File: src/hw/dbg_mon_pkg.sv
// Debug event monitor package
// Shared widths, instruction encodings and the state, cause and class enums

package dbg_mon_pkg;

  // ------------------------------------------------------------
  // Instruction width and encodings seen in decode
  // ------------------------------------------------------------
  localparam int unsigned INSTR_W = 32;

  // ebreak and c.ebreak both arrive in decode with this word
  localparam logic [INSTR_W-1:0] EBREAK_ENC = 32'h0010_0073;
  localparam logic [INSTR_W-1:0] WFI_ENC    = 32'h1050_0073;
  localparam logic [INSTR_W-1:0] DRET_ENC   = 32'h7B20_0073;

  // ------------------------------------------------------------
  // Core controller FSM states
  // ------------------------------------------------------------
  typedef enum logic [3:0] {
    RESET        = 4'd0,
    BOOT_SET     = 4'd1,
    DECODE       = 4'd2,
    DBG_TAKEN_ID = 4'd3,
    DBG_TAKEN_IF = 4'd4,
    FLUSH_EX     = 4'd5,
    FLUSH_WB     = 4'd6,
    SLEEP        = 4'd7
  } ctrl_state_e;

  // Debug cause, same coding as the dcsr cause field
  typedef enum logic [2:0] {
    DBG_CAUSE_NONE    = 3'd0,
    DBG_CAUSE_EBREAK  = 3'd1,
    DBG_CAUSE_TRIGGER = 3'd2,
    DBG_CAUSE_HALTREQ = 3'd3,
    DBG_CAUSE_STEP    = 3'd4
  } dbg_cause_e;

  // Class of the instruction currently in decode
  typedef enum logic [2:0] {
    INSTR_OTHER   = 3'd0,
    INSTR_EBREAK  = 3'd1,
    INSTR_CEBREAK = 3'd2,
    INSTR_WFI     = 3'd3,
    INSTR_DRET    = 3'd4
  } instr_class_e;

endpackage

File: src/hw/dbg_cause_tracker.sv
// Debug cause tracker
// Predicts the dcsr cause the core should report on its next debug entry

`timescale 1ns/100ps

module dbg_cause_tracker (
  input  logic                       cov_assert_if,
  input  logic                       rst_n_i,
  input  dbg_mon_pkg::ctrl_state_e   ctrl_state_i,
  input  dbg_mon_pkg::instr_class_e  instr_class_i,
  input  logic                       trigger_match_i,
  input  logic                       debug_req_i,
  input  logic                       dcsr_ebreakm_i,
  input  logic                       dcsr_step_i,
  input  logic                       is_decoding_i,
  input  logic                       instr_valid_i,
  output dbg_mon_pkg::dbg_cause_e    expected_cause_o
);

  dbg_mon_pkg::dbg_cause_e cause_q;
  dbg_mon_pkg::dbg_cause_e cause_d;

  logic is_any_ebreak;
  logic decode_valid;

  assign is_any_ebreak = (instr_class_i == dbg_mon_pkg::INSTR_EBREAK) ||
                         (instr_class_i == dbg_mon_pkg::INSTR_CEBREAK);

  assign decode_valid  = is_decoding_i & instr_valid_i;

  // ------------------------------------------------------------
  // Priority rule
  // ------------------------------------------------------------
  always_comb begin
    cause_d = cause_q;
    case (ctrl_state_i)
      dbg_mon_pkg::DECODE: begin
        // Causes are only sampled with a valid instruction in decode
        if (decode_valid) begin
          if (trigger_match_i) begin
            cause_d = dbg_mon_pkg::DBG_CAUSE_TRIGGER;
          end else if (dcsr_ebreakm_i && is_any_ebreak) begin
            cause_d = dbg_mon_pkg::DBG_CAUSE_EBREAK;
          end else if (debug_req_i) begin
            cause_d = dbg_mon_pkg::DBG_CAUSE_HALTREQ;
          end else if (dcsr_step_i) begin
            cause_d = dbg_mon_pkg::DBG_CAUSE_STEP;
          end else begin
            cause_d = dbg_mon_pkg::DBG_CAUSE_NONE;
          end
        end
      end
      dbg_mon_pkg::DBG_TAKEN_IF: begin
        // Debug taken from fetch, only haltreq or step can apply
        if (debug_req_i) begin
          cause_d = dbg_mon_pkg::DBG_CAUSE_HALTREQ;
        end else if (dcsr_step_i) begin
          cause_d = dbg_mon_pkg::DBG_CAUSE_STEP;
        end
      end
      default: begin
        cause_d = cause_q;
      end
    endcase
  end

  always_ff @(posedge cov_assert_if) begin
    if (!rst_n_i) begin
      cause_q <= dbg_mon_pkg::DBG_CAUSE_NONE;
    end else begin
      cause_q <= cause_d;
    end
  end

  assign expected_cause_o = cause_q;

endmodule

File: src/hw/dbg_instr_classify.sv
// Decode-stage instruction classifier
// Flags ebreak, c.ebreak, wfi and dret for the debug monitor blocks

`timescale 1ns/100ps

module dbg_instr_classify (
  input  logic                              instr_valid_i,
  input  logic                              is_decoding_i,
  input  logic                              is_compressed_i,
  input  logic [dbg_mon_pkg::INSTR_W-1:0]   instr_rdata_i,
  output dbg_mon_pkg::instr_class_e         instr_class_o
);

  // Only a valid instruction that is really being decoded counts
  logic decode_ok;

  logic hit_ebreak;
  logic hit_wfi;
  logic hit_dret;

  assign decode_ok = instr_valid_i & is_decoding_i;

  // ------------------------------------------------------------
  // Encoding matches
  // ------------------------------------------------------------
  assign hit_ebreak = (instr_rdata_i == dbg_mon_pkg::EBREAK_ENC);
  assign hit_wfi    = (instr_rdata_i == dbg_mon_pkg::WFI_ENC);
  assign hit_dret   = (instr_rdata_i == dbg_mon_pkg::DRET_ENC);

  // ------------------------------------------------------------
  // Class select
  // ------------------------------------------------------------
  always_comb begin
    instr_class_o = dbg_mon_pkg::INSTR_OTHER;
    if (decode_ok) begin
      if (hit_ebreak) begin
        // Compressed flag is the only thing telling c.ebreak apart
        if (is_compressed_i) begin
          instr_class_o = dbg_mon_pkg::INSTR_CEBREAK;
        end else begin
          instr_class_o = dbg_mon_pkg::INSTR_EBREAK;
        end
      end else if (hit_wfi) begin
        instr_class_o = dbg_mon_pkg::INSTR_WFI;
      end else if (hit_dret) begin
        instr_class_o = dbg_mon_pkg::INSTR_DRET;
      end
    end
  end

endmodule

File: src/hw/dbg_monitor_top.sv
// Debug event monitor top level
// Ties the classifier, cause tracker, PC capture and wfi tracker together

`timescale 1ns/100ps

module dbg_monitor_top #(
  parameter int unsigned PC_W    = 32,
  parameter int unsigned NUM_IRQ = 32
) (
  input  logic                              cov_assert_if,
  input  logic                              rst_n_i,
  // Controller and decode stage
  input  dbg_mon_pkg::ctrl_state_e          ctrl_state_i,
  input  logic                              instr_valid_i,
  input  logic                              is_decoding_i,
  input  logic                              is_compressed_i,
  input  logic [dbg_mon_pkg::INSTR_W-1:0]   instr_rdata_i,
  // Debug inputs
  input  logic                              trigger_match_i,
  input  logic                              debug_req_i,
  input  logic                              dcsr_ebreakm_i,
  input  logic                              dcsr_step_i,
  input  logic                              debug_mode_i,
  // PCs and halt address
  input  logic [PC_W-1:0]                   id_pc_i,
  input  logic [PC_W-1:0]                   if_pc_i,
  input  logic [PC_W-1:0]                   dm_halt_addr_i,
  // Interrupts
  input  logic [NUM_IRQ-1:0]                irq_i,
  input  logic [NUM_IRQ-1:0]                mie_i,
  // Monitor outputs
  output dbg_mon_pkg::instr_class_e         instr_class_o,
  output dbg_mon_pkg::dbg_cause_e           expected_cause_o,
  output logic [PC_W-1:0]                   pc_at_dbg_req_o,
  output logic [PC_W-1:0]                   pc_at_ebreak_o,
  output logic [PC_W-1:0]                   halt_addr_o,
  output logic                              halt_addr_valid_o,
  output logic                              in_wfi_o,
  output logic                              pending_irq_o
);

  // ------------------------------------------------------------
  // Instruction class, shared by every block
  // ------------------------------------------------------------
  dbg_instr_classify u_classify (
    .instr_valid_i   (instr_valid_i),
    .is_decoding_i   (is_decoding_i),
    .is_compressed_i (is_compressed_i),
    .instr_rdata_i   (instr_rdata_i),
    .instr_class_o   (instr_class_o)
  );

  dbg_cause_tracker u_cause (
    .cov_assert_if    (cov_assert_if),
    .rst_n_i          (rst_n_i),
    .ctrl_state_i     (ctrl_state_i),
    .instr_class_i    (instr_class_o),
    .trigger_match_i  (trigger_match_i),
    .debug_req_i      (debug_req_i),
    .dcsr_ebreakm_i   (dcsr_ebreakm_i),
    .dcsr_step_i      (dcsr_step_i),
    .is_decoding_i    (is_decoding_i),
    .instr_valid_i    (instr_valid_i),
    .expected_cause_o (expected_cause_o)
  );

  dbg_pc_capture #(
    .PC_W (PC_W)
  ) u_pc_capture (
    .cov_assert_if     (cov_assert_if),
    .rst_n_i           (rst_n_i),
    .ctrl_state_i      (ctrl_state_i),
    .instr_class_i     (instr_class_o),
    .id_pc_i           (id_pc_i),
    .if_pc_i           (if_pc_i),
    .dm_halt_addr_i    (dm_halt_addr_i),
    .debug_mode_i      (debug_mode_i),
    .pc_at_dbg_req_o   (pc_at_dbg_req_o),
    .pc_at_ebreak_o    (pc_at_ebreak_o),
    .halt_addr_o       (halt_addr_o),
    .halt_addr_valid_o (halt_addr_valid_o)
  );

  dbg_wfi_tracker #(
    .NUM_IRQ (NUM_IRQ)
  ) u_wfi (
    .cov_assert_if (cov_assert_if),
    .rst_n_i       (rst_n_i),
    .instr_class_i (instr_class_o),
    .debug_mode_i  (debug_mode_i),
    .dcsr_step_i   (dcsr_step_i),
    .debug_req_i   (debug_req_i),
    .irq_i         (irq_i),
    .mie_i         (mie_i),
    .in_wfi_o      (in_wfi_o),
    .pending_irq_o (pending_irq_o)
  );

endmodule

File: src/hw/dbg_pc_capture.sv
// Debug entry PC capture
// Holds the PC at debug request, the PC at ebreak and the halt address

`timescale 1ns/100ps

module dbg_pc_capture #(
  parameter int unsigned PC_W = 32
) (
  input  logic                       cov_assert_if,
  input  logic                       rst_n_i,
  input  dbg_mon_pkg::ctrl_state_e   ctrl_state_i,
  input  dbg_mon_pkg::instr_class_e  instr_class_i,
  input  logic [PC_W-1:0]            id_pc_i,
  input  logic [PC_W-1:0]            if_pc_i,
  input  logic [PC_W-1:0]            dm_halt_addr_i,
  input  logic                       debug_mode_i,
  output logic [PC_W-1:0]            pc_at_dbg_req_o,
  output logic [PC_W-1:0]            pc_at_ebreak_o,
  output logic [PC_W-1:0]            halt_addr_o,
  output logic                       halt_addr_valid_o
);

  logic is_any_ebreak;
  logic dbg_taken;
  logic halt_set;
  logic halt_clr;

  assign is_any_ebreak = (instr_class_i == dbg_mon_pkg::INSTR_EBREAK) ||
                         (instr_class_i == dbg_mon_pkg::INSTR_CEBREAK);

  assign dbg_taken = (ctrl_state_i == dbg_mon_pkg::DBG_TAKEN_ID) ||
                     (ctrl_state_i == dbg_mon_pkg::DBG_TAKEN_IF);

  // First debug-taken state after the flag was cleared
  assign halt_set = !halt_addr_valid_o && dbg_taken;

  // Leaving debug mode, or ebreak inside debug which re-enters at halt addr
  assign halt_clr = (halt_addr_valid_o && !debug_mode_i) ||
                    (debug_mode_i && is_any_ebreak);

  // ------------------------------------------------------------
  // PC captures
  // ------------------------------------------------------------
  always_ff @(posedge cov_assert_if) begin
    if (!rst_n_i) begin
      pc_at_dbg_req_o <= '0;
      pc_at_ebreak_o  <= '0;
    end else begin
      if (ctrl_state_i == dbg_mon_pkg::DBG_TAKEN_ID) begin
        pc_at_dbg_req_o <= id_pc_i;
      end else if (ctrl_state_i == dbg_mon_pkg::DBG_TAKEN_IF) begin
        pc_at_dbg_req_o <= if_pc_i;
      end

      if (is_any_ebreak) begin
        pc_at_ebreak_o <= id_pc_i;
      end
    end
  end

  // ------------------------------------------------------------
  // Halt address and its valid flag
  // ------------------------------------------------------------
  always_ff @(posedge cov_assert_if) begin
    if (!rst_n_i) begin
      halt_addr_valid_o <= 1'b0;
    end else if (halt_clr) begin
      // Clear takes priority over a set in the same cycle
      halt_addr_valid_o <= 1'b0;
    end else if (halt_set) begin
      halt_addr_valid_o <= 1'b1;
    end
  end

  // Word aligned, as the core jumps there
  always_ff @(posedge cov_assert_if) begin
    if (halt_set) begin
      halt_addr_o <= {dm_halt_addr_i[PC_W-1:2], 2'b00};
    end
  end

endmodule

File: src/hw/dbg_wfi_tracker.sv
// Wait-for-interrupt tracker
// Reduces enabled interrupts and follows the core's wfi sleep state

`timescale 1ns/100ps

module dbg_wfi_tracker #(
  parameter int unsigned NUM_IRQ = 32
) (
  input  logic                       cov_assert_if,
  input  logic                       rst_n_i,
  input  dbg_mon_pkg::instr_class_e  instr_class_i,
  input  logic                       debug_mode_i,
  input  logic                       dcsr_step_i,
  input  logic                       debug_req_i,
  input  logic [NUM_IRQ-1:0]         irq_i,
  input  logic [NUM_IRQ-1:0]         mie_i,
  output logic                       in_wfi_o,
  output logic                       pending_irq_o
);

  logic wfi_enter;
  logic wfi_wake;

  // Any interrupt that is both raised and enabled
  assign pending_irq_o = |(irq_i & mie_i);

  // wfi sleeps only outside debug mode and when not single stepping
  assign wfi_enter = (instr_class_i == dbg_mon_pkg::INSTR_WFI) &&
                     !debug_mode_i && !dcsr_step_i;

  assign wfi_wake  = pending_irq_o || debug_req_i;

  // ------------------------------------------------------------
  // Sleep state
  // ------------------------------------------------------------
  always_ff @(posedge cov_assert_if) begin
    if (!rst_n_i) begin
      in_wfi_o <= 1'b0;
    end else if (wfi_enter) begin
      in_wfi_o <= 1'b1;
    end else if (wfi_wake) begin
      in_wfi_o <= 1'b0;
    end
  end

endmodule

File: config.mk
export PLATFORM = sky130hd
export DESIGN_NAME = dbg_monitor_top
export DESIGN_NICKNAME = d
export VERILOG_FILES = /design/src/hw/dbg_mon_pkg.sv /design/src/hw/dbg_cause_tracker.sv /design/src/hw/dbg_instr_classify.sv /design/src/hw/dbg_monitor_top.sv /design/src/hw/dbg_pc_capture.sv /design/src/hw/dbg_wfi_tracker.sv
export SDC_FILE = /design/constraint.sdc
export NUM_CORES = 1
export LEC_CHECK = 0
export ABC_AREA = 1
export BUFFER_PORTS_ARGS = -buffer_cell sky130_fd_sc_hd__buf_2
export CORE_AREA = 2 2 121 123
export CTS_CLUSTER_DIAMETER = 150
export DETAILED_ROUTE_END_ITERATION = 16
export DIE_AREA = 0 0 123 125
export PLACE_DENSITY = 0.61
export SETUP_SLACK_MARGIN = 0.2
export SYNTH_ARGS = -nofsm -noshare
export SYNTH_HDL_FRONTEND = slang
export SYNTH_SLANG_ARGS = --single-unit
File: constraint.sdc
create_clock -name cov_assert_if -period 3.6 [get_ports cov_assert_if]
set_input_delay 0.54 -clock cov_assert_if [delete_from_list [all_inputs] [get_ports cov_assert_if]]
set_output_delay 0.54 -clock cov_assert_if [all_outputs]
set_load 0.01 [all_outputs]
==> reports/summary.json <==
{
  "yosys_warnings": {"value": 0},
  "num_rows": {"value": 44},
  "clkSlewWorstSetupHoldPaths": {"value": 80, "unit": "ps"},
  "synth_mux_area_share": {"value": 0, "unit": "%"},
  "viasPerCell": {"value": 4.59},
  "rsz0062_at_grt": {"value": "no"},
  "async_flop_share": {"value": 0, "unit": "%"},
  "pin_count_of_the_biggest_net_entering_global_routing": {"value": 36},
  "synth_top_family_by_area": {"value": "simple AND/OR/NAND/NOR gates"},
  "initialDrtViolationCount": {"value": 201},
  "clock_sink_count": {"value": 99},
  "synth_enable_flop_cells": {"value": 30},
  "leakage_power_total": {"value": 2.97, "unit": "nW"},
  "timing.clock.skew": {"value": 9.46, "unit": "ps"},
  "die_y": {"value": 125, "unit": "um"},
  "worst_ep_arrival_time": {"value": 1770, "unit": "ps"},
  "setup_total_negative_slack": {"value": 0, "unit": "ps"},
  "gp_congestion": {"value": 0.881},
  "antenna_found_initial": {"value": 3},
  "cts.path.max_buffers": {"value": 2},
  "synth_area_leaders": {"value": "sky130_fd_sc_hd__dfxtp_1, sky130_fd_sc_hd__edfxtp_1, sky130_fd_sc_hd__nand2_1"},
  "clock_tree.root_cell": {"value": "sky130_fd_sc_hd__clkbuf_16"},
  "cp_data_required_time": {"value": 3060, "unit": "ps"},
  "report.final.hold_viol_count": {"value": 0},
  "avgRoutedWirePerCell": {"value": 14.9, "unit": "um"},
  "net_switching_power": {"value": 621, "unit": "uW"},
  "irDropWorstVdd": {"value": 287, "unit": "uV"},
  "drt-pass1-iter-count": {"value": 5},
  "yosys.area.top_type_share": {"value": 32.8, "unit": "%"},
  "post_synth_num_cell_types": {"value": 30},
  "dieArea": {"value": 15400, "unit": "um^2"},
  "slew_violations": {"value": 0},
  "place.detailed.instances": {"value": 970},
  "clock_insertion_delay_worst_skew": {"value": 350, "unit": "ps"},
  "stdcell_area": {"value": 6190, "unit": "um^2"},
  "design.portCount": {"value": 311},
  "crit_path_max_fanout": {"value": 3},
  "clockPowerShare": {"value": 40.0, "unit": "%"},
  "post_synth_and_or_nand_nor_area_fraction": {"value": 30.3, "unit": "%"},
  "hold_path_class": {"value": "in -> reg"},
  "synthXorXnorAreaFrac": {"value": 0, "unit": "%"},
  "setup.worst_path.end_class": {"value": "output pin"},
  "synthAdderAreaFrac": {"value": 0, "unit": "%"},
  "power_report.internal_total": {"value": 1.79, "unit": "mW"},
  "vias": {"value": 4536},
  "floorplan.initialDensity": {"value": 29.6, "unit": "%"},
  "max_slew_margin_vs_limit": {"value": 58.1, "unit": "%"},
  "fraction_of_the_mapped_netlist_area_in_compound_gates": {"value": 9.99, "unit": "%"},
  "postCtsSetupRepairBufs": {"value": 0},
  "cts_resized": {"value": 0},
  "postSynthRegisterBits": {"value": 99},
  "finish.net_count": {"value": 1003},
  "drive_above_1_share": {"value": 45.6, "unit": "%"},
  "drt_drc_violations_left": {"value": 0},
  "synthDominantAreaCellType": {"value": "sky130_fd_sc_hd__dfxtp_1"},
  "power.density_cell_area": {"value": 390, "unit": "nW/um^2"},
  "die_x": {"value": 123, "unit": "um"},
  "max_freq": {"value": 432, "unit": "MHz"},
  "startpoint_type_of_the_worst_setup_path": {"value": "input port"},
  "placed_area": {"value": 5880, "unit": "um^2"},
  "power.switching_fraction": {"value": 25.7, "unit": "%"},
  "dominantRegCellSynth": {"value": "sky130_fd_sc_hd__dfxtp_1"},
  "postCtsHoldBufs": {"value": 0},
  "cts_inserted_buffers": {"value": 9},
  "core_region_area": {"value": 14200, "unit": "um^2"},
  "grt_first_pass_wirelength": {"value": 22.4, "unit": "mm"},
  "setup_viol": {"value": 0},
  "max_cap_viol_count": {"value": 0},
  "synth.yosys.seq_area_share": {"value": 54.2, "unit": "%"},
  "mappedNetlistArea": {"value": 4210, "unit": "um^2"},
  "htree_levels": {"value": 3},
  "grt_pass1_vias": {"value": 4446},
  "totalWireLength": {"value": 14.8, "unit": "mm"},
  "portBuffers": {"value": 306},
  "combPwrFrac": {"value": 10.9, "unit": "%"},
  "route.antenna.remaining_nets": {"value": 0},
  "postSynthCellCount": {"value": 499},
  "sequentialPowerShare": {"value": 49.1, "unit": "%"},
  "detailed_place_hpwl": {"value": 11.1, "unit": "mm"},
  "area_growth": {"value": 47.0, "unit": "%"},
  "tritoncts_clock_tree": {"value": "done"},
  "worst_setup_path_type": {"value": "in -> out"},
  "grt_remaining_overflow": {"value": 0},
  "run_status": {"value": "completed"},
  "postSynthAreaPerCell": {"value": 8.44, "unit": "um^2"},
  "finalCritPeriodShare": {"value": 64.2, "unit": "%"},
  "final_cell_mix": {"value": "sky130_fd_sc_hd__buf_2, sky130_fd_sc_hd__nand2_1, sky130_fd_sc_hd__dfxtp_1, sky130_fd_sc_hd__nor2_1, sky130_fd_sc_hd__a21oi_1"},
  "tightestPinTransition": {"value": 628, "unit": "ps"},
  "layout_min_cycle_time": {"value": 2310, "unit": "ps"},
  "layout.cells.most_common": {"value": "sky130_fd_sc_hd__buf_2"},
  "number_of_standard_cells_in_the_layout_taps_in_and_fillers_out": {"value": 989},
  "grt_use_total": {"value": 18.8, "unit": "%"}
}
## sequential cells by signal (all words and copies together) (netlist names)
signal                          flops
u_wfi.in_wfi_o                      1
u_pc_capture.pc_at_ebreak_o        32
u_cause.expected_cause_o            3
u_pc_capture.pc_at_dbg_req_o       32
u_pc_capture.halt_addr_o           30
u_pc_capture.halt_addr_valid_o      1
## metrics by stage
stage | setup slack (ps) | util (%) | hold slack, ps | total power [mW]
2_1_floorplan | 910 | - | 488 | 1.31
4_1_cts | 1280 | 43.5 | 342 | 2.45
3_3_place_gp | 1170 | 41.4 | 455 | 1.47
6_report | 1290 | 43.6 | 363 | 2.42
5_1_grt | 1120 | 43.6 | 336 | 2.54
3_5_place_dp | 1180 | 41.4 | 461 | 1.48
## cell type report
cell class	instances	area [um^2]
clock buffer	9	225
clock inverter	7	78.8
antenna	3	7.51
tap	184	230
inverter	18	67.6
sequential	99	2280
multi-input combinational	356	1710
timing repair buffer	313	1580
fill	1491	8020
## cell usage after synthesis (2+ instances only)
cell type / instances
sky130_fd_sc_hd__nand2_1: 162
sky130_fd_sc_hd__a31oi_1: 32
sky130_fd_sc_hd__nor3_2: 13
sky130_fd_sc_hd__buf_2: 8
sky130_fd_sc_hd__nand3b_1: 2
sky130_fd_sc_hd__buf_6: 5
sky130_fd_sc_hd__dfxtp_1: 69
sky130_fd_sc_hd__buf_4: 3
sky130_fd_sc_hd__nor2_2: 14
sky130_fd_sc_hd__nor3_1: 25
sky130_fd_sc_hd__a21oi_1: 37
sky130_fd_sc_hd__nand3_1: 4
sky130_fd_sc_hd__clkbuf_1: 11
sky130_fd_sc_hd__nand4_1: 10
sky130_fd_sc_hd__o31ai_1: 2
sky130_fd_sc_hd__or2_2: 2
sky130_fd_sc_hd__inv_2: 2
sky130_fd_sc_hd__inv_1: 15
sky130_fd_sc_hd__nor2_1: 43
sky130_fd_sc_hd__edfxtp_1: 30
## layer usage
metal / part of all wire, % / global-route usage [%] / up-vias
met5: 0 / 0 / -
met4: 2.0 / 6.95 / 0
met2: 49 / 33.1 / 189
met3: 9.1 / 6.34 / 21
met1: 40 / 20.6 / 2044
li1: - / - / 2282
## path summary, 6_finish.rpt
kind | from | slack [ps] | end | cells after the start
worst max-delay path | instr_rdata_i[10] | 1290 | instr_class_o[2] | 7
worst min-delay path | dm_halt_addr_i[17] | 360 | u_pc_capture.halt_addr_o[17] | 1
worst max register to register | u_pc_capture.halt_addr_valid_o | 2450 | u_pc_capture.halt_addr_o[25] | 2
worst min register to register | u_cause.expected_cause_o[1] | 470 | u_cause.expected_cause_o[1] | 2
## critical path, cell delays in order
cell	delay, ps
sky130_fd_sc_hd__buf_2	120
sky130_fd_sc_hd__nor2_1	90
sky130_fd_sc_hd__nand2_1	60
sky130_fd_sc_hd__nor2_1	130
sky130_fd_sc_hd__nand2_1	200
sky130_fd_sc_hd__nor4_1	420
sky130_fd_sc_hd__buf_2	220
## kinds of logic (layout without fill, tap and decap cells)
kind of cell | Yosys count | after routing
buf+inv | 45 | 347
compound gates | 74 | 74
simple gates | 280 | 280
other cells | 1 | 5
flops | 99 | 99
## power groups by stage
stage,registers (mW),logic [mW],clock network [mW]
after floorplan,1.23,0.0812,0
after global placement,1.21,0.263,0
after detailed placement,1.21,0.265,0
after CTS,1.19,0.266,1.00
after global routing,1.19,0.293,1.05
final,1.19,0.263,0.967
No activity file was read; power rests on OpenSTA's default activity.
